`config.mk`:
```
export PLATFORM = sky130hd
export DESIGN_NAME = flash_fsm
export DESIGN_NICKNAME = d
export VERILOG_FILES = /design/src/hdl/flash_pkg.sv /design/src/hdl/flash_fsm.sv
export VERILOG_INCLUDE_DIRS = /design/src /design/src/hdl
export SDC_FILE = /design/constraint.sdc
export NUM_CORES = 1
export LEC_CHECK = 0
export ABC_AREA = 1
export BUFFER_PORTS_ARGS = -buffer_cell sky130_fd_sc_hd__buf_2
export CORE_AREA = 3 3 40 42
export DETAILED_ROUTE_END_ITERATION = 10
export DIE_AREA = 0 0 43 45
export HOLD_SLACK_MARGIN = 0.06
export PLACE_DENSITY = 0.38
export SLEW_MARGIN = 20
export SYNTH_ARGS = -nofsm -noshare
export SYNTH_HDL_FRONTEND = slang
export SYNTH_SLANG_ARGS = --single-unit
```
`constraint.sdc`:
```
create_clock -name clk_i -period 1 [get_ports clk_i]
set_clock_uncertainty 0.15 [all_clocks]
set_input_delay 0.15 -clock clk_i [delete_from_list [all_inputs] [get_ports clk_i]]
set_output_delay 0.15 -clock clk_i [all_outputs]
set_load 0.01 [all_outputs]
```
`src/hdl/soc_defines.svh`:
```
`ifndef SOC_DEFINES_SVH
`define SOC_DEFINES_SVH

// ==================================================
// address map
// ==================================================

// scratch RAM window, 4 KB of words.
`define RAM_BASE 32'h8000_0000
`define RAM_AW 10

// flash controller register window.
`define FLASH_BASE 32'hBE00_0000
`define FLASH_WIN_AW 4 // 16 bytes, three registers used.

// ==================================================
// flash timing and geometry
// ==================================================

// wait cycles spent on each halfword access.
`define FLASH_WAIT_CYCLES 4

// halfword address width on the flash pins.
`define FLASH_AW 23

`endif

```
`src/hdl/flash_pkg.sv`:
```
`include "soc_defines.svh"

package flash_pkg;

    // ==================================================
    // flash pins and controller types
    // ==================================================

    // outgoing pins, data comes back on a separate input.
    typedef struct packed {
        logic [`FLASH_AW-1:0] addr; // halfword address.
        logic                 ce_n;
        logic                 oe_n;
    } flash_pins_t;

    typedef enum logic [1:0] {
        FL_IDLE    = 2'd0,
        FL_READ_LO = 2'd1, // low halfword at h.
        FL_READ_HI = 2'd2  // high halfword at h+1.
    } flash_state_e;

    // register offsets inside the window.
    typedef enum logic [3:0] {
        FREG_ADDR   = 4'h0,
        FREG_STATUS = 4'h4,
        FREG_DATA   = 4'h8
    } flash_reg_e;

endpackage

```
`src/hdl/flash_fsm.sv`:
```
`timescale 1ns/1ps

module flash_fsm (
    input  logic clk_i,
    input  logic rst_n_i,
    input  logic start_i,
    input  logic expired_i,
    output logic load_o,
    output logic capture_lo_o,
    output logic capture_hi_o,
    output logic hi_sel_o,
    output logic busy_o,
    output logic ce_n_o,
    output logic oe_n_o
);

    import flash_pkg::*;

    flash_state_e state_q;
    flash_state_e state_d;

    // ==================================================
    // next state and strobes
    // ==================================================

    always_comb begin
        state_d      = state_q;
        load_o       = 1'b0;
        capture_lo_o = 1'b0;
        capture_hi_o = 1'b0;
        case (state_q)
            FL_IDLE: begin
                if (start_i) begin
                    state_d = FL_READ_LO;
                    load_o  = 1'b1;
                end
            end
            FL_READ_LO: begin
                if (expired_i) begin
                    capture_lo_o = 1'b1;
                    load_o       = 1'b1; // second halfword wait.
                    state_d      = FL_READ_HI;
                end
            end
            FL_READ_HI: begin
                if (expired_i) begin
                    capture_hi_o = 1'b1;
                    state_d      = FL_IDLE;
                end
            end
            default: state_d = FL_IDLE;
        endcase
    end

    // ==================================================
    // state and registered pin controls
    // ==================================================

    always_ff @(posedge clk_i) begin
        if (!rst_n_i) begin
            state_q  <= FL_IDLE;
            busy_o   <= 1'b0;
            hi_sel_o <= 1'b0;
            ce_n_o   <= 1'b1;
            oe_n_o   <= 1'b1;
        end else begin
            state_q  <= state_d;
            busy_o   <= state_d != FL_IDLE;
            hi_sel_o <= state_d == FL_READ_HI;
            ce_n_o   <= state_d == FL_IDLE; // chip held for both halves.
            oe_n_o   <= state_d == FL_IDLE;
        end
    end

endmodule

```
**Yosys cells after proc, flatten, opt, wreduce, memory -nomap -nowiden**

Cells that the tools add are included.

- Muxes and demuxes: 9
- Reduce and logical (&&, ||, !) cells: 3
- Equal/unequal tests: 3

Operators with widths:

| cell | count |
|---|---|
| $mux W2 | 3 |
| $pmux W2 S3 | 1 |
| $eq A2 B2 Y1 const B | 2 |
| $logic_not A2 Y1 | 2 |
| $mux W1 | 4 |
| $eq A2 B1 Y1 const B | 1 |
| $pmux W1 S2 | 1 |
| $reduce_bool A2 Y1 | 1 |

- Logic and storage cells: 19
- Output and inout port bits: 7
- Input bits: 4
- Bits in registers: 5

**Logic depth before layout (Yosys ltp)**

- Depth in word-level cells: 3
- Depth in mapped cells: 4
- Depth with buffers taken out: 4

**Least setup slack after synthesis**

No wires, ideal clock.

- Path kind: reg-to-output
- From: reg state_q[1]
- To: out capture_hi_o
- Required time: 0.700 ns
- Slack: -0.038 ns
- Buffers on the path: 0
- Data arrival time: 0.738 ns
- Stages on the path, launching flop included: 3
- Cell sequence: dfxtp_1 > inv_1 > nor3_1

- Longest elaborated chain between the ends: 2

Ends and longest elaborated chain:

| element | line | RTL |
|---|---|---|
| start, declared | flash_fsm.sv:19 | `flash_state_e state_q;` |
| start signal, assigned | flash_fsm.sv:67 | `state_q <= state_d;` |
| $eq A2 B2 Y1 | flash_fsm.sv:31 | `case (state_q)` |
| $mux W1 | flash_fsm.sv:31 |  |
| end, declared | flash_fsm.sv:10 | `output logic capture_hi_o,` |

No other way between the ends.

**Final worst setup path**

- From: reg state_q[0]
- To: out load_o

- Longest elaborated chain between the ends: 2
- Elaborated cells on any way between the ends: 3
- Classes of those cells: eq/ne (1); mux (1); reduce/logical (1)

Ends and longest elaborated chain:

| element | line | RTL |
|---|---|---|
| $eq A2 B1 Y1 or $logic_not A2 Y1 (tied branches) | flash_fsm.sv:31 |  |
| $pmux W1 S2 (*) | flash_fsm.sv:31 |  |
| end, declared | flash_fsm.sv:8 | `output logic load_o,` |

Every way passes the cells marked *; elsewhere a longest branch is shown, timed or not.

==> qor.txt <==
Status: finished, violations left
Failing checks: setup timing
Worst min-delay path class: in2reg
CTS buffer count: 3
H-tree depth: 1
DP Cell Count: 58
Worst EP required: 700 ps
Placed Area: 320 um^2
Vias in the first global route: 243
# DRC: 0
Syn nets: 32
Synthesis-to-layout area growth: 113%
Final hold violation count: 0
Worst slew pin tran: 138 ps
Core ar.: 0.00128 mm^2
Pwr Total: 613 uW
First-pass detailed-route iteration total: 5
Part of the Yosys area used for sequential elements: 0.479
Post-synthesis cell type count: 11
Peak supply drop: 564 uV
Fillers: 139
Clock Path Buffers: 2
Synthesis warning total: 0
Vias per inst: 3.85
IO Pins: 11
CTS tree: done
Die ar.: 0.00194 mm^2
DRT iter0 DRCs: 5
Final GP Congestion: 0.763
Routed len/inst: 8.67 um
Die height: 45 um
Slew HR: 0.908
Largest net degree at the start of global routing: 6
Leakage power: 0.000242 uW
Met3 global-route usage: 0.0717
Final instance area: 445 um^2
Grt met1 use: 0.0602
Vias: 254
Mapped cell area: 209 um^2
Initial antenna violation count: 0
Final setup violation count: 5
Register bit count reported by yosys: 5
Syn Inst Count: 28
Commonest cells after routing, fill and taps aside: 7 x buf_2, 7 x buf_4, 6 x nand2_1, 6 x buf_6, 3 x clkbuf_4
Share of cells above drive strength 1: 0.725
Post-Layout Cell Count: 66
Clock Sinks: 5
Cell chain of the critical path: inv_4 > nor2_2 > nor2_1 > buf_2
Slew Limit Fails: 0
NumNets Final: 56
Chip Width: 43 um
Max Cap Viol: 0
Initial core utilization: 0.163
HPWL after DPL: 409 um
Setup crit end kind: primary output
Pwr per Cell Area: 1380 mW/mm^2
Routed Antenna Nets: 0
RSZ-0062 raised after global routing: true
Peak Freq: 803 MHz
Critical path's slowest cell: dfxtp_4
Ant diodes: 0
Setup crit start kind: register
Root buffer cell: clkbuf_4
Total GRT Usage: 0.0716
Crit-path max FO: 4
FP Rows: 13
Top Usage Layer GRT: met2
Met2 Use GR: 0.120
Final WL: 572 um
Port-buffer cells: 10
Critical path's largest stage delay: 380 ps
Final worst path period share: 1.25
Syn_area_per_cell: 7.46 um^2
WS Path Type: reg2out
Clock Latency Late Sink: 240 ps
Final worst slack: -246 ps
Aggregate global routing overflow: 0
Clock Pin Slew Worst Setup and Hold Paths: 40 ps
Tmin final: 1250 ps
First-pass GRT wire length: 931 um
Arr. time, crit path: 950 ps
## final timing paths
| kind | from | endpoint | slack [ps] | cells after the start |
|---|---|---|---|---|
| max reg2reg | state_q[0] | state_q[0] | -30 | 5 |
| max | state_q[0] | load_o | -250 | 4 |
| min reg2reg | state_q[1] | state_q[0] | 470 | 4 |
| min | rst_n_i | oe_n_o | 2 | 2 |
## power by group
| part | total (uW) | switching [uW] | internal [uW] |
|---|---|---|---|
| Clock | 230 | 79.8 | 151 |
| Combinational | 153 | 67.1 | 85.4 |
| Sequential | 230 | 13.6 | 217 |
## synth_stat cells, drive strengths merged
| cell type | n | area (um^2) |
|---|---|---|
| o21ai | 1 | 8.76 |
| inv | 4 | 15.0 |
| dfxtp | 5 | 100 |
| nand4 | 1 | 6.26 |
| buf | 1 | 7.51 |
| nand3 | 2 | 10.0 |
| nor2 | 4 | 17.5 |
| nor3 | 1 | 5.00 |
| nand2 | 9 | 38.8 |
## critical path, delay by kind of cell (launching register included)
kind	cells	cell delay, ps
simple gates	2	150
flops	1	380
buf+inv	2	170
## timing repair
| item | 4_1_cts | 5_1_grt |
|---|---|---|
| resized for setup | 11 | 9 |
| endpoints found under the hold margin | 5 | 4 |
| setup endpoints to repair | 7 | 10 |
| pin swaps | 6 | 2 |
| buffers inserted | 4 | 2 |
## state kept, by name (all words and copies together), names as in the netlist
register and count:
state_q 2, hi_sel_o 1, oe_n_o 1, busy_o 1
## cell families after synthesis
family | after synthesis | share of synthesized area
AOI/OAI and AO/OA | 1 | 0.0419
and+or+nand+nor | 17 | 0.371
buffers and inverters | 5 | 0.108
DFF | 5 | 0.479
## area by class of cell
cell class / count / area [um^2] / share of cell area
flip-flops and latches: 5 / 106 / 0.239
multi-input cells: 18 / 121 / 0.272
clock buffers: 4 / 26.3 / 0.0590
well taps: 15 / 18.8 / 0.0421
inverters: 4 / 17.5 / 0.0393
repair buffers: 20 / 155 / 0.348
## layer usage
metal	routed length [um]	share of wire
met1	192	0.34
met2	326	0.57
met3	53	0.093
met4	0	0
met5	0	0
## per-stage QoR
step / utilization / TNS (ps) / setup slack, ps / hold WS (ps)
6_report: 0.347 / -694 / -246 / 2.17
5_1_grt: 0.347 / -1110 / -304 / 4.73
4_1_cts: 0.307 / -652 / -233 / -12.8
3_5_place_dp: 0.249 / -95.7 / -68.6 / 233
3_3_place_gp: 0.249 / -103 / -65.0 / 236
2_1_floorplan: - / 0 / 39.4 / 68.7
(Power assumes the default switching activity.)
