### config.mk
export PLATFORM = sky130hd
export DESIGN_NAME = flash_wait_timer
export DESIGN_NICKNAME = d
export VERILOG_FILES = /design/src/hdl/flash_wait_timer.sv
export VERILOG_INCLUDE_DIRS = /design/src /design/src/hdl
export SDC_FILE = /design/constraint.sdc
export NUM_CORES = 1
export LEC_CHECK = 0
export ABC_AREA = 1
export BUFFER_PORTS_ARGS = -buffer_cell sky130_fd_sc_hd__buf_2
export CORE_AREA = 2 2 39 41
export DETAILED_ROUTE_END_ITERATION = 10
export DIE_AREA = 0 0 41 43
export GPL_ROUTABILITY_DRIVEN = 0
export PLACE_DENSITY = 0.44
export SETUP_SLACK_MARGIN = 0.15
export SYNTH_ARGS = -nofsm -noshare
export SYNTH_HDL_FRONTEND = slang
export SYNTH_SLANG_ARGS = --single-unit
### constraint.sdc
create_clock -name clk_i -period 2.3 [get_ports clk_i]
set_clock_uncertainty 0.15 [all_clocks]
set_input_delay 0.46 -clock clk_i [delete_from_list [all_inputs] [get_ports clk_i]]
set_output_delay 0.46 -clock clk_i [all_outputs]
set_load 0.05 [all_outputs]
### src/hdl/soc_defines.svh
`ifndef SOC_DEFINES_SVH
`define SOC_DEFINES_SVH

// ==================================================
// address map
// ==================================================

// scratch RAM window, 4 KB of words.
`define RAM_BASE 32'h8000_0000
`define RAM_AW 10

// flash controller register window.
`define FLASH_BASE 32'hBE00_0000
`define FLASH_WIN_AW 4 // 16 bytes, three registers used.

// ==================================================
// flash timing and geometry
// ==================================================

// wait cycles spent on each halfword access.
`define FLASH_WAIT_CYCLES 4

// halfword address width on the flash pins.
`define FLASH_AW 23

`endif

### src/hdl/flash_wait_timer.sv
`timescale 1ns/1ps
`include "soc_defines.svh"

module flash_wait_timer (
    input  logic clk_i,
    input  logic rst_n_i,
    input  logic load_i,
    output logic expired_o
);

    localparam int CNT_W = $clog2(`FLASH_WAIT_CYCLES + 1);

    logic [CNT_W-1:0] count_q;
    logic             running_q;

    always_ff @(posedge clk_i) begin
        if (!rst_n_i) begin
            count_q   <= '0;
            running_q <= 1'b0;
        end else if (load_i) begin
            count_q   <= CNT_W'(`FLASH_WAIT_CYCLES - 1); // reload wins over expiry.
            running_q <= 1'b1;
        end else if (running_q) begin
            if (count_q == '0) begin
                running_q <= 1'b0;
            end else begin
                count_q <= count_q - 1'b1;
            end
        end
    end

    // one pulse per load, on the last wait cycle.
    assign expired_o = running_q && (count_q == '0);

endmodule

* After elaboration in Yosys (flattened, before gate mapping) *
Index checks and enable logic that the tools add are counted.

storage, ports and cells
  register bits after elaboration = 4
  input port bits = 3
  word-level logic and storage cells = 19
  output and inout bits = 1

operators by class
  reduce and logical (&&, ||, !) cells = 6
  multiplexer cells = 6
  equal/unequal tests = 1
  add/subtract/negate cells = 1
  bitwise gates (word level) = 2

operators by type and width
  kind                                                                 count
  2-bit two-way mux                                                    3
  2-bit AND reduction                                                  2
  3-bit zero test                                                      1
  1-bit two-way mux                                                    3
  3-bit by 1-bit subtractor with 3-bit output (second input constant)  1
  2-bit != test (second input constant)                                1
  1-bit inverter                                                       2
  2-bit nonzero test                                                   1
  2-bit OR reduction                                                   1
  1-bit logical AND                                                    1

* Longest topological paths before layout *
  word-level depth = 4
  mapped depth = 6
  depth with buffers taken out = 6

* Worst setup path after synthesis *
No wires, ideal clock.

  path kind = reg2out
  start point = register count_q[0]
  end point = output port expired_o
  path buffers = 0
  stages on the path, launching flop included = 5
  setup slack = 0.633 ns
  data required time = 1.690 ns
  arrival time = 1.057 ns
  path through = dfxtp_1 > inv_1 > ha_1 > nand2_2 > nor2_2

between the ends
  cells in the longest elaborated chain, start to end = 2

RTL lines
  element                 RTL line                source
  start, declared         flash_wait_timer.sv:13  logic [CNT_W-1:0] count_q;
  start signal, assigned  flash_wait_timer.sv:21  count_q <= CNT_W'(`FLASH_WAIT_CYCLES - 1);
  start signal, assigned  flash_wait_timer.sv:27  count_q <= count_q - 1'b1;
  3-bit zero test         flash_wait_timer.sv:33  assign expired_o = running_q && (count_q == '0);
  1-bit logical AND       flash_wait_timer.sv:33
  end, declared           flash_wait_timer.sv:8   output logic expired_o

No other way between the ends.

* Worst setup path after layout *
Same ends and word-level chain as after synthesis.

==> impl_summary.md <==
Setup path
The worst endpoint data arrival time is 1250 ps. STA classifies the critical path startpoint as a flop. The required time at the worst-slack endpoint is 1690 ps. The top fanout value on the critical path is 3. The endpoint kind of the worst setup timing path is an output port. The worst setup path is of the flop to output port kind.

Logic synthesis
After technology mapping, the gate count stands at 30. Ranked by total cell area, the synthesized netlist is headed by sky130_fd_sc_hd__dfxtp_1 36%, sky130_fd_sc_hd__ha_1 11%, sky130_fd_sc_hd__nand2_1 10%. The number of nets in the synthesized netlist is 35.

Summed over its instances, the top area cell type makes up 35.75% of the synthesized netlist area. The cell accounting for the most synthesized area is sky130_fd_sc_hd__dfxtp_1. After synthesis, the mean cell area works out to 7.466 sq um. The number of warnings issued by yosys is 0. The post-synthesis register bit count is 4.

After synthesis, the netlist uses 11 different library cells. The post-synthesis sequential area ratio is a little over a third. Summing every instance area after synthesis gives 224.0 sq um.

Global routing
The first global-routing pass estimated roughly 610 um of wire. Entering global routing, the biggest net connects 7 pins. Across every metal layer, demand over resource in global routing totals between 5 and 6%.

Summed over all layers, the global routing overflow is 0. The initial antenna violation count came to 0. The via count of the first global-routing pass is between 150 and 200.

Power and ir drop
The worst-case IR drop observed on VDD is 0.0003210 V. The power per standard cell area is 779.0 nW/um^2. The analysis attributes to cell leakage a power of 0.1339 nW.

STA
Of the available clock period, the critical path in the final layout requires 80.76%. The number of setup violations in the final report is 0. The number of hold violations in the final report is 0.

Setup repair after global routing left no endpoint under its margin. For this run, the top clock speed supported by timing is 538.4 MHz. The worst slack on hold paths is 324.1 ps. The post-route setup TNS is 0 ps.

The minimum clock period is roughly 1900 ps. For the pin with the worst max-slew slack, the measured transition is 248.1 ps. The final max-slew violation count is 0. The max-slew headroom at the worst pin is between 80% and 90%.

Clock network
The number of clock sinks is 4. CTS built an H-tree with a depth of 1. The number of clock buffers inserted by TritonCTS is 3.

The maximum buffer depth of the clock tree is 2. The root buffer cell is sky130_fd_sc_hd__clkbuf_4. Gates resized during post-CTS repair numbered 0. The buffer count from post-CTS setup fixing is 0. The clock-pin transition on the worst setup and hold timing paths is 30 ps.

The clock reaches the later pin of the worst-skew pair after 230 ps. After clock tree synthesis, the flow added hold-fix buffers numbering 0. TritonCTS built the clock tree.

Drt
In the routed design, unresolved DRC markers number 0. The final wirelength is 390 um. After detailed routing, the number of vias per cell comes to 3.577. Summing over every cut layer, the via total after detailed routing is 186. For this block, the initial DRC count from the detailed router was 3. The iteration count of the initial detailed-routing pass is 2. The number of nets with antenna violations after routing is 0. Dividing the detail-routed wire length by the instance count gives 7.500 um.

Finish
Fill cells in the final layout number 162. The final core area utilization is 20.34%. The multi-input combinational cells in the finished layout cover a total of 121.4 sq um.

Compared with the post-synthesis result, the final layout area differs by 25.70%. The number of standard cells in the final layout excluding fillers is 52. The finished cells cover 281.5 sq um.

Registers take 80.08 sq um. The number of antenna diodes in the final layout is 0. In the final layout, the share of cells above drive strength 1 is 36.11%. The final layout contains between 40 and 50 nets.

Placement
Detailed placement finished with a half-perimeter wire length of 293.1 um. In this run the cell area measured after placement is 259.0 sq um. Input and output buffers added on the ports amount to 3. The instance count after placement with tap cells included is approximately 50.

Die
The effective utilization at floorplan is 16.18%. The width of the die is 41 um. The height of the die is 43 um. The top-level I/O count is 4.

The initialized floorplan defines 14 standard-cell rows. The core box area is 1384 sq um. The die footprint is 1763 sq um.

Hold path
The worst hold path class is flop to flop.

Run
Across the run, the number of max-cap violations was 0.

Outcome
The flow ran to the end, and the final reports show no timing, DRC or antenna violations.
## per-stage QoR
stage	total power, W	worst slack, ps
global route	0.0002361	348.9
detailed placement	0.0001348	676.3
floorplan	0.0001253	633.1
global placement	0.0001357	674.1
finish	0.0002193	442.6
CTS	0.0002229	425.2
## cells in the mapped netlist
cell	number
sky130_fd_sc_hd__inv_1	4
sky130_fd_sc_hd__nand2_2	3
sky130_fd_sc_hd__ha_1	2
sky130_fd_sc_hd__inv_2	2
sky130_fd_sc_hd__nand3_1	3
sky130_fd_sc_hd__a21oi_1	3
sky130_fd_sc_hd__dfxtp_1	4
sky130_fd_sc_hd__xor2_1	1
sky130_fd_sc_hd__nand2_1	6
sky130_fd_sc_hd__nor2_2	1
sky130_fd_sc_hd__nor3_2	1
## where the power goes
part           leakage (nW)  internal, W  switching (W)
sequential           0.0332    0.0000770     0.00000490
combinational        0.0870    0.0000192      0.0000328
clock                0.0138    0.0000583      0.0000272
total                 0.134     0.000154      0.0000649
## path summary, 6_finish.rpt
kind | startpoint | to | slack, ps | depth (start not counted)
setup / recovery | count_q[0]$_SDFFE_PN0P_ | expired_o | 440 | 5
hold / removal | count_q[0]$_SDFFE_PN0P_ | count_q[0]$_SDFFE_PN0P_ | 320 | 2
setup reg to reg | count_q[0]$_SDFFE_PN0P_ | count_q[1]$_SDFFE_PN0P_ | 1120 | 5
hold reg to reg | count_q[0]$_SDFFE_PN0P_ | count_q[0]$_SDFFE_PN0P_ | 320 | 2
## state kept, by name, indices dropped and copies added (netlist names)
name	flops
count_q	3
running_q	1
## placed cells by master (no fill, tap or decap)
| cell type | instances |
|---|---|
| sky130_fd_sc_hd__nand2_1 | 6 |
| sky130_fd_sc_hd__inv_1 | 4 |
| sky130_fd_sc_hd__dfxtp_1 | 4 |
| sky130_fd_sc_hd__nand2_2 | 3 |
| sky130_fd_sc_hd__nand3_1 | 3 |
| sky130_fd_sc_hd__a21oi_1 | 3 |
| sky130_fd_sc_hd__clkbuf_4 | 3 |
| sky130_fd_sc_hd__buf_2 | 3 |
| sky130_fd_sc_hd__inv_2 | 2 |
| sky130_fd_sc_hd__ha_1 | 2 |
| sky130_fd_sc_hd__nor2_2 | 1 |
| sky130_fd_sc_hd__xor2_1 | 1 |
| sky130_fd_sc_hd__nor3_2 | 1 |
## critical path: stages (launching register included)
cell	delay, ps
sky130_fd_sc_hd__dfxtp_1	310
sky130_fd_sc_hd__inv_1	80
sky130_fd_sc_hd__ha_1	180
sky130_fd_sc_hd__nand2_2	70
sky130_fd_sc_hd__nor2_2	100
sky130_fd_sc_hd__buf_2	270
## routing by layer
| layer | vias up | track usage, % | part of all wire (%) | routed length [um] |
|---|---|---|---|---|
| li1 | 106 | - | - | - |
| met1 | 75 | 6.452 | 46 | 181 |
| met2 | 5 | 6.875 | 43 | 166 |
| met3 | 0 | 7.853 | 11 | 42 |
| met4 | 0 | 0 | 0 | 0 |
| met5 | - | 0 | 0 | 0 |
## final cells by class
| class | count | share of cell area, % |
|---|---|---|
| timing repair buffer | 3 | 5.333 |
| sequential | 4 | 28.44 |
| tap | 16 | 7.111 |
| multi-input combinational | 20 | 43.11 |
| inverter | 6 | 8.000 |
| clock buffer | 3 | 8.000 |
## logic make-up (layout without fill, tap and decap cells)
logic type                 after synthesis  count (layout)  synth area share [%]
buffers and inverters                    6              12                 10.06
adders and majority gates                2               2                 11.17
AOI/OAI and AO/OA                        3               3                 6.702
xor gates and xnor gates                 1               1                 3.911
and+or+nand+nor                         14              14                 32.40
DFF                                      4               4                 35.76
Note: power is estimated with default switching activity, not from simulation.
