**config.mk**
```make
export PLATFORM = sky130hd
export DESIGN_NAME = flash_datapath
export DESIGN_NICKNAME = d
export VERILOG_FILES = /design/src/hdl/flash_pkg.sv /design/src/hdl/soc_bus_pkg.sv /design/src/hdl/flash_datapath.sv
export VERILOG_INCLUDE_DIRS = /design/src /design/src/hdl
export SDC_FILE = /design/constraint.sdc
export NUM_CORES = 1
export LEC_CHECK = 0
export CAP_MARGIN = 30
export CORE_MARGIN = 1.5
export CORE_UTILIZATION = 30
export DETAILED_ROUTE_END_ITERATION = 16
export DONT_BUFFER_PORTS = 1
export PLACE_DENSITY = 0.56
export SYNTH_ARGS = -nofsm -noshare
export SYNTH_HDL_FRONTEND = slang
export SYNTH_SLANG_ARGS = --single-unit
```
**constraint.sdc**
```tcl
create_clock -name clk_i -period 1.8 [get_ports clk_i]
set_input_delay 0.18 -clock clk_i [delete_from_list [all_inputs] [get_ports clk_i]]
set_output_delay 0.18 -clock clk_i [all_outputs]
set_load 0.1 [all_outputs]
```
**src/hdl/soc_defines.svh**
```systemverilog
`ifndef SOC_DEFINES_SVH
`define SOC_DEFINES_SVH

// ==================================================
// address map
// ==================================================

// scratch RAM window, 4 KB of words.
`define RAM_BASE 32'h8000_0000
`define RAM_AW 10

// flash controller register window.
`define FLASH_BASE 32'hBE00_0000
`define FLASH_WIN_AW 4 // 16 bytes, three registers used.

// ==================================================
// flash timing and geometry
// ==================================================

// wait cycles spent on each halfword access.
`define FLASH_WAIT_CYCLES 4

// halfword address width on the flash pins.
`define FLASH_AW 23

`endif

```
**src/hdl/flash_pkg.sv**
```systemverilog
`include "soc_defines.svh"

package flash_pkg;

    // ==================================================
    // flash pins and controller types
    // ==================================================

    // outgoing pins, data comes back on a separate input.
    typedef struct packed {
        logic [`FLASH_AW-1:0] addr; // halfword address.
        logic                 ce_n;
        logic                 oe_n;
    } flash_pins_t;

    typedef enum logic [1:0] {
        FL_IDLE    = 2'd0,
        FL_READ_LO = 2'd1, // low halfword at h.
        FL_READ_HI = 2'd2  // high halfword at h+1.
    } flash_state_e;

    // register offsets inside the window.
    typedef enum logic [3:0] {
        FREG_ADDR   = 4'h0,
        FREG_STATUS = 4'h4,
        FREG_DATA   = 4'h8
    } flash_reg_e;

endpackage

```
**src/hdl/soc_bus_pkg.sv**
```systemverilog
package soc_bus_pkg;

    // ==================================================
    // data bus request
    // ==================================================

    // one master request, strobes valid for a single cycle.
    typedef struct packed {
        logic [31:0] addr;
        logic [3:0]  be;    // byte lane enables.
        logic        rd;
        logic        wr;
        logic [31:0] wdata;
    } bus_req_t;

    // which slave owns the read data of the previous cycle.
    typedef enum logic [1:0] {
        TGT_NONE  = 2'd0,
        TGT_RAM   = 2'd1,
        TGT_FLASH = 2'd2
    } bus_target_e;

endpackage

```
**src/hdl/flash_datapath.sv**
```systemverilog
`timescale 1ns/1ps
`include "soc_defines.svh"

module flash_datapath (
    input  logic                  clk_i,
    input  logic                  rst_n_i,
    input  soc_bus_pkg::bus_req_t req_i,
    input  logic                  busy_i,
    input  logic                  hi_sel_i,
    input  logic                  capture_lo_i,
    input  logic                  capture_hi_i,
    input  logic                  ce_n_i,
    input  logic                  oe_n_i,
    input  logic [15:0]           flash_data_i,
    output logic                  start_o,
    output flash_pkg::flash_pins_t flash_pins_o,
    output logic [31:0]           rdata_o
);

    import flash_pkg::*;

    flash_reg_e            reg_sel;
    logic [`FLASH_AW-2:0]  word_addr_q; // flash word address.
    logic [31:0]           data_q;

    assign reg_sel = flash_reg_e'(req_i.addr[3:0]);

    // new read only when idle, busy writes are dropped.
    assign start_o = req_i.wr && (reg_sel == FREG_ADDR) && !busy_i;

    // ==================================================
    // address and data registers
    // ==================================================

    always_ff @(posedge clk_i) begin
        if (!rst_n_i) begin
            word_addr_q <= '0;
            data_q      <= 32'd0;
        end else begin
            if (start_o) begin
                word_addr_q <= req_i.wdata[`FLASH_AW:2]; // byte address in.
            end
            if (capture_lo_i) begin
                data_q[15:0] <= flash_data_i;
            end
            if (capture_hi_i) begin
                data_q[31:16] <= flash_data_i;
            end
        end
    end

    // halfword h = 2 * word, plus one for the high half.
    assign flash_pins_o.addr = {word_addr_q, hi_sel_i};
    assign flash_pins_o.ce_n = ce_n_i;
    assign flash_pins_o.oe_n = oe_n_i;

    // ==================================================
    // register readback
    // ==================================================

    always_ff @(posedge clk_i) begin
        if (!rst_n_i) begin
            rdata_o <= 32'd0;
        end else if (req_i.rd) begin
            case (reg_sel)
                FREG_ADDR:   rdata_o <= {{(32-`FLASH_AW-1){1'b0}}, word_addr_q, 2'b00};
                FREG_STATUS: rdata_o <= {31'd0, busy_i};
                FREG_DATA:   rdata_o <= data_q;
                default:     rdata_o <= 32'd0;
            endcase
        end
    end

endmodule

```
-- Word level (Yosys, flattened, before mapping)
Index checks and enable logic that the tools add are counted.
W data, S select, Z words.
- eq/ne operators: 2
- multiplexer cells: 1
- reduce and logical (&&, ||, !) cells: 4
- operators with widths (operator ; count):
    $pmux W32 S3 ; 1
    $eq A4 B3 Y1 const B ; 1
    $eq A4 B4 Y1 const B ; 1
    $logic_not A4 Y1 ; 1
    $logic_and A1 B1 Y1 ; 2
    $logic_not A1 Y1 ; 1
- register bits after elaboration: 86
- input bits: 94
- output and inout bits: 58

-- Longest topological paths before layout
- depth after elaboration: 3
- depth in mapped cells: 6

-- Worst setup path after synthesis
OpenSTA, ideal clock, no wires.
- kind: register -> register
- start point: register word_addr_q[8]
- end point: register rdata_o[10]
- library setup time: 0.059 ns
- arrival: 1.360 ns
- data required time: 1.741 ns
- path slack: 0.381 ns
- cell stages (with the launch flop): 4
- clock period less this slack: 1.419 ns
- cells stage by stage: dfxtp_1 mux2i_1 o22ai_2 and2_1
- cells in the longest elaborated chain, start to end: 1
- ends and longest elaborated chain (element ; RTL line ; text):
    start, declared ; flash_datapath.sv:23 ; logic [`FLASH_AW-2:0] word_addr_q;
    start signal, assigned ; flash_datapath.sv:41 ; word_addr_q <= req_i.wdata[`FLASH_AW:2];
    $pmux W32 S3 ; flash_datapath.sv:65 ; case (reg_sel)
    end signal, assigned ; flash_datapath.sv:66 ; FREG_ADDR: rdata_o <= {{(32-`FLASH_AW-1){1'b0}}, word_addr_q, 2'b00};
    end signal, assigned ; flash_datapath.sv:67 ; FREG_STATUS: rdata_o <= {31'd0, busy_i};
    end signal, assigned ; flash_datapath.sv:68 ; FREG_DATA: rdata_o <= data_q;
    end, declared ; flash_datapath.sv:17 ; output logic [31:0] rdata_o
No other way between the ends.
A chain may end at the register's enable or synchronous reset.

-- Final worst setup path
- start point: register word_addr_q[1]
- end point: output flash_pins_o[4] (netlist name)
- RTL lines (element ; RTL line ; text):
    end, declared ; flash_datapath.sv:16 ; output flash_pkg::flash_pins_t flash_pins_o,
No word-level cell between the ends.

==> results summary <==
The flow ran to the end, and the final reports show no timing, DRC or antenna violations. The first-pass iteration count of the detailed router is 4. Cells with a size suffix above 1 make up 21.1% of the layout. Global routing consumed, on the met2 layer, 24.1% of the routing resources. The critical path class is flop to output pin. The routed layout has 2,718 vias. The share of the clock period used by the worst path after layout is 67.7%. Counting the fill cells in the layout gives 1,187. The number of nets still failing antenna checks after routing is 0. The width of the chip is 114 um. The growth of design area from synthesis to finish came out at 30.8%. The highest clock rate came out at 820 MHz.

The largest fanout on the critical path came out at 3. The total of buffers placed on input and output ports is 0. The weighted congestion reported at the end of routability-driven placement is 0.691.

The switching part of the total power came out at 22.7%. The largest net degree at the start of global routing is 94. The met3 global-route usage is 4.89%. The required time of the worst setup path is 1.62 ns.

The final core area utilization came out at 40.2%. The worst register-to-register path begins at data_q[0]$_SDFFE_PN0P_. The clock network fraction of total power is 44.1%.

The worst hold path passes through 2 cells. After detailed routing, the number of remaining DRC violations is 0. The worst-case vdd ir drop came out at 0.449 mV.

The count of cells in the finished layout, fillers not included, comes to 584. Combinational logic burns 7.9% of the power. The number of core rows is 40. The path class of the tightest hold or removal check is primary input to flop. The cell count after synthesis is 356. Walking the worst path, the cells encountered are buf_4. Global routing finished with a remaining overflow of 0. The share of total power dissipated in sequential elements is 48.0%. The violation count after the first detailed-routing iteration came out at 155. The library cell contributing the largest single delay on the critical path is dfxtp_1. The areal power density over the cells is 854 nW/um^2.

After synthesis, the mean cell area works out to 10.4 sq um. The startpoint kind of the worst setup timing path is a flop. The sequential area share after synthesis came out at 46.6%. The sum of net half-perimeters after detailed placement came out at 5500 um. In this run the most used layer during global routing was met2. The total setup violations reported at the end of the flow is 0. For this design, the sink count on the clock tree is 86. The final count of pins violating max slew is 0. The number of buffer and inverter instances along the worst setup path came out at 1. For the finished layout, the period the worst path requires is 1.22 ns. The initial antenna violation count is 0. The number of antenna diodes came out at 0. For flop-to-flop paths, the worst setup slack is 0.67 ns.

The number of synthesized register bits came out at 86. The static power due to leakage came out at 2.00 nW. The mean routed wirelength per cell is 15.8 um. The clock transition at the register clock pins on the worst setup and hold paths after CTS came out at 0.06 ns. The number of nets in the synthesized netlist is 450. The worst hold path terminates at data_q[10]$_SDFFE_PN0P_. The via-per-instance ratio came out at 4.65. The first-pass GRT wire length is 14,700 um. The H-tree was split into 3 levels. The number of gates resized after CTS was 0.

Global routing consumed, on the met1 layer, 18.7% of the routing resources. The distinct cell type count of the synthesized netlist came out at 22. TritonCTS built the clock tree. In the global route stage, overall resource usage came out at 15.0%. In this run the critical register-to-register path is captured at data_q[0]$_SDFFE_PN0P_. The final clock skew is 0.00616 ns. The die is 114 um tall. Counting the buffers created by CTS gives 9.

Clock latency on the worst-skew pair, taken at its later pin, is 0.34 ns. The count of yosys warnings during synthesis is 0. STA puts the critical path data arrival time at 1.04 ns. In this run the number of cells on the critical path is 1. The max-cap violation count came out at 0. The kind of cell adding the most delay to the critical path is flip-flops. The core area is 12,000 sq um.

The overall die area came out at 13,000 sq um. The post-synthesis cell area came out at 3690 sq um. The setup total negative slack came out at 0 ns.

The count of placed standard cells including taps is 528. For the pin with the worst max-slew slack, the measured transition is 0.464 ns. The total setup buffers inserted after CTS came out at 0. The final worst setup slack came out at 0.581 ns. The via count of the first global-routing pass was 2,825. At the placement stage, the worst setup path has a slack of 0.329 ns.

The tree is rooted in a clkbuf_16. The internal power is 3.19 mW. Setup repair after global routing left no endpoint under its margin. Summed over all layers, the routed wires come to 9230 um. The worst pin sits at a relative slew slack of 69.1%. The biggest cell delay along the critical path came out at 0.39 ns. The final number of hold-violating endpoints is 0. The origin of the worst min-delay path is flash_data_i[10]. The initial cell density of the core is 30.7%. The number of top-level design ports is 152. Measured in cells, the most critical reg-to-reg path has a length of 3.

The layout net count came out at 527. The net switching power is 0.938 mW. The longest clock path from root to sink contains 2 buffers. The worst setup path is captured at an output pin.
[layout by cell type, fill, tap and decap left out, types with 2 or more instances in the layout]
| master | n |
|---|---|
| clkinv_2 | 2 |
| clkbuf_1 | 2 |
| dlygate4sd3_1 | 40 |
| and2_1 | 22 |
| nand2_1 | 47 |
| dfxtp_1 | 86 |
| nor2_1 | 2 |
| inv_1 | 22 |
| a22o_1 | 9 |
| o22ai_2 | 20 |
| nor2b_1 | 32 |
| clkbuf_16 | 9 |
| buf_4 | 55 |
| mux2i_1 | 76 |
| o22ai_1 | 3 |
[what timing repair did]
| item | in CTS | in global routing |
|---|---|---|
| endpoints found under the hold margin | 77 | 0 |
| setup endpoints to repair | 0 | 0 |
| hold buffers | 41 | 0 |
[metal layers]
layer | up-vias | wire length (um)
li1 | 1339 | -
met3 | 8 | 434
met2 | 64 | 4290
met1 | 1307 | 4370
met4 | 0 | 132
met5 | - | 0
[registers in the layout (all words and copies together) (netlist names)]
register and cells:
rdata_o 32, data_q 32, word_addr_q 22
[cell type report]
class / instances / area, sq um / share of cell area [%]
flip-flops and latches: 86 / 1720 / 35.7
clock buffers: 11 / 233 / 4.82
repair buffers: 97 / 861 / 17.8
multi-input cells: 217 / 1700 / 35.2
inverters: 22 / 82.6 / 1.71
well taps: 147 / 184 / 3.81
clock inverters: 4 / 48.8 / 1.01
[power by group through the flow]
stage / registers [mW] / clock network [mW] / logic, mW
2_1_floorplan: 2.06 / 0 / 0.243
3_3_place_gp: 2.02 / 0 / 0.210
3_5_place_dp: 2.02 / 0 / 0.216
4_1_cts: 1.98 / 1.88 / 0.327
5_1_grt: 1.98 / 1.96 / 0.350
6_report: 1.98 / 1.82 / 0.325
[cells in the mapped netlist]
cell type,count,area share (%)
o22ai_2,20,6.8
and2b_1,1,0.20
nor2_8,1,0.54
and2_1,22,3.7
buf_2,9,1.2
a41o_1,1,0.27
nor2b_1,32,5.4
or4b_1,1,0.27
clkbuf_1,12,1.2
o22ai_1,3,0.51
buf_4,6,1.2
inv_1,22,2.2
buf_6,1,0.31
mux2i_1,76,21
a22o_1,9,2.1
and3b_1,1,0.24
nor2_1,2,0.20
nand2_1,47,4.8
buf_12,2,1.1
and4b_1,1,0.27
buf_1,1,0.10
dfxtp_1,86,47
[logic make-up (layout without fill, tap and decap cells)]
| kind of cell | count (synthesis) | count (layout) | synth area share (%) |
|---|---|---|---|
| AND/OR/NAND/NOR | 108 | 108 | 15.7 |
| flip-flops | 86 | 86 | 46.6 |
| multiplexers | 76 | 76 | 20.6 |
| buffers and inverters | 53 | 134 | 7.39 |
| AO/OA/AOI/OAI | 33 | 33 | 9.70 |
[metrics by stage]
stage,area (sq um),power [mW],hold slack [ns]
final,4830,4.12,0.0122
after global routing,4830,4.29,0.00297
after CTS,4830,4.19,0.0000525
after detailed placement,4120,2.24,0.312
after global placement,4120,2.23,0.310
after floorplan,3690,2.30,0.322
[worst max-delay path by stage]
stage	start	endpoint	slack, ns
after floorplan	word_addr_q[8]$_SDFFE_PN0P_	rdata_o[10]$_SDFFE_PN0P_	0.38
after global placement	req_i[39]	rdata_o[31]$_SDFFE_PN0P_	0.36
after detailed placement	req_i[39]	rdata_o[24]$_SDFFE_PN0P_	0.33
after CTS	word_addr_q[1]$_SDFFE_PN0P_	flash_pins_o[4]	0.55
after global routing	req_i[10]	word_addr_q[8]$_SDFFE_PN0P_	0.54
final	word_addr_q[1]$_SDFFE_PN0P_	flash_pins_o[4]	0.58
Note: power is estimated with default switching activity, not from simulation.
