### src/hdl/soc_defines.svh
`ifndef SOC_DEFINES_SVH
`define SOC_DEFINES_SVH

// ==================================================
// address map
// ==================================================

// scratch RAM window, 4 KB of words.
`define RAM_BASE 32'h8000_0000
`define RAM_AW 10

// flash controller register window.
`define FLASH_BASE 32'hBE00_0000
`define FLASH_WIN_AW 4 // 16 bytes, three registers used.

// ==================================================
// flash timing and geometry
// ==================================================

// wait cycles spent on each halfword access.
`define FLASH_WAIT_CYCLES 4

// halfword address width on the flash pins.
`define FLASH_AW 23

`endif

### src/hdl/soc_bus_pkg.sv
package soc_bus_pkg;

    // ==================================================
    // data bus request
    // ==================================================

    // one master request, strobes valid for a single cycle.
    typedef struct packed {
        logic [31:0] addr;
        logic [3:0]  be;    // byte lane enables.
        logic        rd;
        logic        wr;
        logic [31:0] wdata;
    } bus_req_t;

    // which slave owns the read data of the previous cycle.
    typedef enum logic [1:0] {
        TGT_NONE  = 2'd0,
        TGT_RAM   = 2'd1,
        TGT_FLASH = 2'd2
    } bus_target_e;

endpackage

### src/hdl/dbus_decoder.sv
`timescale 1ns/1ps
`include "soc_defines.svh"

module dbus_decoder (
    input  logic                  clk_i,
    input  logic                  rst_n_i,
    input  soc_bus_pkg::bus_req_t bus_req_i,
    output soc_bus_pkg::bus_req_t ram_req_o,
    output soc_bus_pkg::bus_req_t flash_req_o,
    input  logic [31:0]           ram_rdata_i,
    input  logic [31:0]           flash_rdata_i,
    output logic [31:0]           bus_rdata_o
);

    import soc_bus_pkg::*;

    // upper address bits that select a window.
    localparam logic [31:0] RAM_MASK   = ~((32'd1 << (`RAM_AW + 2)) - 32'd1);
    localparam logic [31:0] FLASH_MASK = ~((32'd1 << `FLASH_WIN_AW) - 32'd1);

    logic        hit_ram;
    logic        hit_flash;
    bus_target_e rd_tgt_q;

    assign hit_ram   = (bus_req_i.addr & RAM_MASK) == `RAM_BASE;
    assign hit_flash = (bus_req_i.addr & FLASH_MASK) == `FLASH_BASE;

    // ==================================================
    // request fan-out
    // ==================================================

    always_comb begin
        ram_req_o      = bus_req_i;
        ram_req_o.addr = bus_req_i.addr & ~RAM_MASK; // offset in window.
        ram_req_o.rd   = bus_req_i.rd & hit_ram;
        ram_req_o.wr   = bus_req_i.wr & hit_ram;

        flash_req_o      = bus_req_i;
        flash_req_o.addr = bus_req_i.addr & ~FLASH_MASK;
        flash_req_o.rd   = bus_req_i.rd & hit_flash;
        flash_req_o.wr   = bus_req_i.wr & hit_flash;
    end

    // ==================================================
    // read return
    // ==================================================

    // slaves answer one cycle after the strobe, so remember who was asked.
    always_ff @(posedge clk_i) begin
        if (!rst_n_i) begin
            rd_tgt_q <= TGT_NONE;
        end else if (bus_req_i.rd && hit_ram) begin
            rd_tgt_q <= TGT_RAM;
        end else if (bus_req_i.rd && hit_flash) begin
            rd_tgt_q <= TGT_FLASH;
        end else begin
            rd_tgt_q <= TGT_NONE; // unmapped or no read.
        end
    end

    always_comb begin
        case (rd_tgt_q)
            TGT_RAM:   bus_rdata_o = ram_rdata_i;
            TGT_FLASH: bus_rdata_o = flash_rdata_i;
            default:   bus_rdata_o = 32'd0;
        endcase
    end

endmodule

### config.mk
export PLATFORM = sky130hd
export DESIGN_NAME = dbus_decoder
export DESIGN_NICKNAME = d
export VERILOG_FILES = /design/src/hdl/soc_bus_pkg.sv /design/src/hdl/dbus_decoder.sv
export VERILOG_INCLUDE_DIRS = /design/src /design/src/hdl
export SDC_FILE = /design/constraint.sdc
export NUM_CORES = 1
export LEC_CHECK = 0
export BUFFER_PORTS_ARGS = -buffer_cell sky130_fd_sc_hd__buf_2
export CAP_MARGIN = 15
export CORE_AREA = 2 2 119 121
export DETAILED_ROUTE_END_ITERATION = 7
export DIE_AREA = 0 0 121 123
export SLEW_MARGIN = 20
export SYNTH_ARGS = -nofsm -noshare
export SYNTH_HDL_FRONTEND = slang
export SYNTH_SLANG_ARGS = --single-unit
### constraint.sdc
create_clock -name clk_i -period 1.1 [get_ports clk_i]
set_input_delay 0.22 -clock clk_i [delete_from_list [all_inputs] [get_ports clk_i]]
set_output_delay 0.22 -clock clk_i [all_outputs]
set_load 0.1 [all_outputs]
After elaboration in Yosys (flattened, before gate mapping)
Index checks and enable logic that the tools add are counted.
{"block": "totals", "wordCells": 17, "out_inout_bits": 172, "register_bits": 2}
{"block": "classes", "eq_ne": 4, "n_bitwise": 5, "reduce_logical": 3, "mux": 3}
{"op": "$pmux 32 s2", "count": 1}
{"op": "$eq 28x28->1 const B", "count": 1}
{"op": "$eq 20x20->1 const B", "count": 1}
{"op": "$and 1x1->1", "count": 4}
{"op": "$eq 2x1->1 const B", "count": 1}
{"op": "$eq 2x2->1 const B", "count": 1}
{"op": "$logic_and 1x1->1", "count": 2}
{"op": "$mux 2", "count": 1}
{"op": "$reduce_or 2->1", "count": 1}
{"op": "$mux 1", "count": 1}
{"op": "$not 1->1", "count": 1}

Longest topological paths before layout
Gate-level depths: netlist of the first run.
{"block": "logic_depth", "ltp_word": 4, "depth_mapped": 5, "ltp_nobuf": 4}

Worst setup path before layout of the first run
Ideal clock, no wire load.
{"block": "synth_timing", "kind": "input to output", "from": "in bus_req_i[52] (netlist bit)", "to": "out flash_req_o[32] (netlist bit)", "slack_ns": -2.749, "arrival_ns": 3.629, "t_required_ns": 0.880, "stages": 3, "path_buffers": 0, "path_cell_list": "nor4b_2 nand4_2 nor4_1"}
{"element": "start: declaration", "line_no": "dbus_decoder.sv:7", "rtl": "input soc_bus_pkg::bus_req_t bus_req_i,"}
{"element": "end: declaration", "line_no": "dbus_decoder.sv:9", "rtl": "output soc_bus_pkg::bus_req_t flash_req_o,"}

Worst setup path after layout of the first run
{"block": "layout_timing", "from": "reg rd_tgt_q[0]", "to": "out bus_rdata_o[30]"}
{"block": "layout_via", "elab_chain_len": 2}
{"element": "start: declaration", "line_no": "dbus_decoder.sv:23", "rtl": "bus_target_e rd_tgt_q;"}
{"element": "start signal: assignment", "line_no": "dbus_decoder.sv:51", "rtl": "rd_tgt_q <= TGT_NONE;"}
{"element": "start signal: assignment", "line_no": "dbus_decoder.sv:53", "rtl": "rd_tgt_q <= TGT_RAM;"}
{"element": "start signal: assignment", "line_no": "dbus_decoder.sv:55", "rtl": "rd_tgt_q <= TGT_FLASH;"}
{"element": "$eq 2x2->1 or $eq 2x1->1 (tied branches)", "line_no": "dbus_decoder.sv:62", "rtl": "case (rd_tgt_q)"}
{"element": "$pmux 32 s2 (*)", "line_no": "dbus_decoder.sv:62"}
{"element": "end: declaration", "line_no": "dbus_decoder.sv:12", "rtl": "output logic [31:0] bus_rdata_o"}
Mark *: on every way between the ends. The rest lies on a longest branch, timed or not.

==> results of run 1 <==
-- kinds of logic after synthesis --
kind of cell,count (synthesis),synth area share
other,1,0.00225
adders and majority gates,2,0.0150
buffers and inverters,148,0.640
DFF,2,0.0240
AOI/OAI and AO/OA,32,0.144
and+or+nand+nor,56,0.175
-- tightest hold or removal path: cells and delay by family --
family        cells  cell delay (ns)
buf+inv           1             0.12
simple gates      2             0.15
-- area by class of cell --
class | count | area share
timing repair buffer | 167 | 0.507
multi-input combinational | 138 | 0.385
tap | 180 | 0.0670
clock buffer | 3 | 0.0223
sequential | 2 | 0.0141
inverter | 3 | 0.00409
-- final timing paths --
kind | start | endpoint | slack (ns)
max | rd_tgt_q[0] | bus_rdata_o[30] | -0.56
min | rst_n_i | rd_tgt_q[0] | 0.31
-- timing repair --
item                                    CTS  global route
buffers inserted                          2             1
gates resized for setup                  46            10
pin swaps                                11            13
hold endpoints to repair                  0             0
cloned                                    0             1
endpoints found under the setup margin   38            38
-- per-layer routing --
layer	vias to the layer above	track usage	routed length, um
met2	126	0.127	3040
met1	735	0.0762	1980
met3	31	0.0212	728
met4	0	0.0429	215
met5	-	0	0
li1	765	-	-
-- cells in the final DEF (no fill, tap or decap) --
cell type / instances
buf_2: 89
buf_12: 49
conb_1: 48
nor2_4: 34
a22oi_2: 32
buf_4: 16
buf_6: 12
nor4_4: 6
clkbuf_16: 4
nand3_1: 3
nand2_1: 3
nor4b_4: 2
nor2b_1: 2
ha_4: 2
dfxtp_4: 2
inv_4: 1
inv_2: 1
nor3_2: 1
nand4_4: 1
inv_1: 1
nand4_1: 1
or3_1: 1
nand3b_1: 1
nor3_4: 1
-- stage by stage --
stage	util	hold WS [ns]
after floorplan	-	0.331
after global placement	0.220	0.441
after detailed placement	0.220	0.441
after CTS	0.242	0.308
after global routing	0.247	0.315
final	0.247	0.311
-- cells in the mapped netlist (all sizes together) --
| library cell | number | area share |
|---|---|---|
| inv | 3 | 0.0068 |
| nand4 | 2 | 0.011 |
| nor3 | 2 | 0.0060 |
| or3 | 1 | 0.0038 |
| nand3b | 1 | 0.0045 |
| a22oi | 32 | 0.14 |
| conb | 1 | 0.0023 |
| nor4 | 6 | 0.035 |
| buf | 136 | 0.61 |
| nor2 | 34 | 0.077 |
| nor4b | 2 | 0.014 |
| clkbuf | 9 | 0.020 |
| nor2b | 2 | 0.0075 |
| dfxtp | 2 | 0.024 |
| ha | 2 | 0.015 |
| nand2 | 3 | 0.0068 |
| nand3 | 3 | 0.0090 |
-- power breakdown --
| part | leakage, nW | switching [mW] | internal, mW |
|---|---|---|---|
| Sequential | 0.0177 | 0.0000000327 | 0.0682 |
| Clock | 0.0370 | 0.0811 | 0.462 |
| Combinational | 1.24 | 0.967 | 0.242 |
==> flow_metrics.tcl, run 1 <==
set metrics [dict create \
    maxCapViolCount 0 \
    fmax_mhz 601 \
    diodes 0 \
    vias 1657 \
    grt_pass1_vias 1628 \
    ioPinCount 308 \
    grt_max_degree 20 \
    p_leak_nw 1.30 \
    status "finished, violations left" \
    area_delta_synth_final_pct 102 \
    final_cells 493 \
    hold_buffers 0 \
    design_area_um2 3360 \
    cp-end-kind "output port" \
    multiInputGateArea_um2 1290 \
    cts_root_buf "clkbuf_16" \
    cp.buffers_inverters 3 \
    synth.yosys.warnings 0 \
    reg.largest.list "rd_tgt_q (2)" \
    fin_ws_ns -0.564 \
    dieArea_um2 14900 \
    synth-seq-area-share 0.0240 \
    yosysUniqueCellTypes 21 \
    layout-drive-gt1-share 0.808 \
    grt_pass1_wl_mm 8.41 \
    avgSynthCellArea_um2 6.92 \
    fillers 1448 \
    layout_min_cycle_time_ns 1.66 \
    die_y_um 123 \
    critical_path_depth 6 \
    drt-total-wl_mm 5.97 \
    rsz0062_at_grt "yes" \
    violations "negative setup slack" \
    holdCritPathClass "in -> reg" \
    p_per_area_nw_per_um2 541 \
    holdPathStages 3 \
    dp_slack_ns -0.576 \
    dpl_cell_area_um2 2990 \
    dp.cells 488 \
    gp_congestion 0.642 \
    clkTransAtPathRegs_ns 0.03 \
    irDropWorstVdd_mv 0.496 \
    drv_slew 0 \
    largest_reg_flops 2 \
    routedWlPerCell_um 12.1 \
    cp_data_arrival_time_ns 1.44 \
    crit_fanout 9 \
    finalHoldViolCount 0 \
    totalPowerFinal_mw 1.82 \
    viasPerCell 3.36 \
    fp.dieW_um 121 \
    fin_crit_sh 1.51 \
    track_usage 0.0720 \
    nets 453 \
    required_ns 0.88 \
    core-area_um2 13600 \
    cts-htree-levels 1 \
    syn_area_um2 1670 \
    critPathSlowestCell "dfxtp_4" \
    crit_family "buffers and inverters" \
    firstDrtPassIters 2 \
    portBuffers 139 \
    cpPeakStageDelay_ns 0.36 \
    cts_num_sinks 2 \
    netlist_instances 241 \
    cts_buffers 3 \
    cts_tree "done" \
    start_util 0.122 \
    overflow 0 \
    ys_seq_elements 2 \
    placement_rows 43 \
    antenna_found_initial 0 \
    drc 0 \
    seqCellArea_um2 47.5 \
    fin_setup_tns_ns -18.87 \
    clockBufferDepth 2 \
    crit_chain "inv_4, ha_4, clkbuf_16, a22oi_2, nor2_4, buf_12" \
    top_register "rd_tgt_q" \
    ant_nets 0 \
    critPathLaunchType "flip-flop" \
    worstSetupPathType "reg -> out" \
    hpwl_mm 5.18 \
    first_iter_violations 15 \
    setup_viol 38 \
]
(Power assumes the default switching activity.)
==> run 2: changes to the inputs <==
ABC_AREA = 1   (was not set)
CORE_AREA = 2 2 120 122   (was 2 2 119 121)
DIE_AREA = 0 0 122 124   (was 0 0 121 123)
==> flow_metrics.tcl, run 2 <==
set metrics [dict create \
    p_leak_nw 1.32 \
    path_common_cell "buf_12" \
    cts_tree "done" \
    cp_data_arrival_time_ns 1.42 \
    status "finished, violations left" \
    start_util 0.130 \
    netlist_instances 305 \
    crit_family "buffers and inverters" \
    diodes 0 \
    yosysUniqueCellTypes 15 \
    cp.buffers_inverters 3 \
    min_from "rst_n_i" \
    ant_nets 0 \
    cts-htree-levels 1 \
    synth_top_cells_by_area "buf_4 57%, nand2_1 17%, a21oi_1 9.0%" \
    clockBufferDepth 2 \
    cp-startpoint "rd_tgt_q[0]" \
    final_common_cell "buf_2" \
    critPathSlowestCell "dfxtp_4" \
    largest_reg_flops 2 \
    comb_power_share 0.661 \
    antenna_found_initial 0 \
    syn_area_um2 1780 \
    fmax_mhz 609 \
    hpwl_mm 5.34 \
    multiInputGateArea_um2 1380 \
    synth_common_cells "136 x buf_4, 79 x nand2_1, 32 x a21oi_1, 21 x nor2_1, 15 x inv_1" \
    yosysMostFrequentCell "buf_4" \
    drt-total-wl_mm 6.09 \
    ys_seq_elements 2 \
    track_usage 0.0730 \
    dieArea_um2 15100 \
    ioPinCount 308 \
    synth_edf_count 0 \
    cpPeakStageDelay_ns 0.34 \
    final_util 0.252 \
    firstDrtPassIters 4 \
    overflow 0 \
    p_per_area_nw_per_um2 525 \
    p_seq_frac 0.039 \
    fillers 1488 \
    p_int_mw 0.772 \
    nets 511 \
    fin_ws_ns -0.541 \
    fp.dieW_um 122 \
    maxCapViolCount 0 \
    required_ns 0.88 \
    viasPerCell 3.32 \
    reg.largest.list "rd_tgt_q (2)" \
    netSwitchingFraction 0.574 \
    dp_slack_ns -0.398 \
    area_delta_synth_final_pct 94.4 \
    whs_ns 0.264 \
    synth_top_area_cell "buf_4" \
    first_iter_violations 29 \
    top_register "rd_tgt_q" \
    finalHoldViolCount 0 \
    hold_buffers 0 \
    layout_min_cycle_time_ns 1.64 \
    rsz0062_at_grt "yes" \
    yosysTopAreaCellShare 0.575 \
    fin_crit_sh 1.49 \
    seqCellArea_um2 45.0 \
    power.share.clock 0.300 \
    core-area_um2 13700 \
    placement_rows 43 \
    synth.yosys.warnings 0 \
    final_cell_mix "86 x buf_2, 63 x nand2_1, 48 x conb_1, 48 x buf_12, 32 x a21oi_4" \
    drc 0 \
    irDropWorstVdd_mv 0.287 \
    crit_fanout 15 \
    layout-drive-gt1-share 0.663 \
    vias 1827 \
    cts_buffers 3 \
    avgSynthCellArea_um2 5.83 \
    holdCritPathClass "in -> reg" \
    portBuffers 139 \
    cp-end-kind "output port" \
    grt_pass1_vias 1756 \
    violations "negative setup slack" \
    cts_num_sinks 2 \
    synth_ff_type "dfxtp_1" \
    synth-seq-area-share 0.0225 \
    critPathLaunchType "flip-flop" \
    crit_chain "inv_2, ha_4, buf_12, nand2_1, a21oi_4, buf_12" \
    gp_congestion 0.616 \
    clkTransAtPathRegs_ns 0.03 \
    grt_pass1_wl_mm 8.54 \
    routedWlPerCell_um 11.1 \
    p_sw_mw 1.04 \
    grt_max_degree 23 \
    worstSetupPathType "reg -> out" \
    cts_root_buf "clkbuf_16" \
    setup_viol 36 \
    synth_async_sr_flop_share 0 \
    drv_slew 0 \
    die_y_um 124 \
]
-- run 2: metrics by stage --
stage / cell area, um^2 / instances / TNS [ns] / power (mW)
global route: 3450 / 551 / -19.02 / 1.89
CTS: 3370 / 551 / -17.68 / 1.81
detailed placement: 3130 / 546 / -11.55 / 1.22
global placement: 3130 / 546 / -11.43 / 1.22
finish: 3450 / 551 / -17.13 / 1.81
floorplan: 2500 / 352 / -15.86 / 2.47
-- run 2: final timing paths --
| path | to | slack (ns) | cells after the start |
|---|---|---|---|
| worst min-delay path | rd_tgt_q[1] | 0.26 | 3 |
| worst max-delay path | bus_rdata_o[8] | -0.54 | 6 |
-- run 2: power by group through the flow --
stage / clock, mW / sequential (mW) / combinational (mW)
3_5_place_dp: 0 / 0.0740 / 1.15
6_report: 0.543 / 0.0707 / 1.20
2_1_floorplan: 0 / 0.0740 / 2.39
5_1_grt: 0.574 / 0.0706 / 1.25
3_3_place_gp: 0 / 0.0740 / 1.15
4_1_cts: 0.558 / 0.0706 / 1.18
-- run 2: cell families after synthesis --
kind of cell / Yosys count / synth area share
AND/OR/NAND/NOR: 107 / 0.237
other: 1 / 0.00211
adder cells (fa/ha/maj): 2 / 0.0141
buffers and inverters: 161 / 0.634
AO/OA/AOI/OAI: 32 / 0.0901
flip-flops: 2 / 0.0225
-- run 2: layout make-up --
class,count,share of cell area
clock buffers,3,0.0217
repair buffers,161,0.480
well taps,180,0.0652
multi-input cells,189,0.401
flip-flops and latches,2,0.0130
inverters,16,0.0192
-- run 2: layer usage --
| metal | global-route usage | up-vias | part of all wire |
|---|---|---|---|
| met4 | 0.0438 | 0 | 0.031 |
| met1 | 0.0650 | 776 | 0.30 |
| met2 | 0.126 | 151 | 0.49 |
| met3 | 0.0449 | 20 | 0.18 |
| li1 | - | 880 | - |
| met5 | 0 | - | 0 |
-- run 2: repair_timing --
action	in CTS	in global routing
endpoints found under the setup margin	38	38
gates cloned	1	0
gates resized for setup	40	22
pin swaps	16	10
setup buffers	2	1
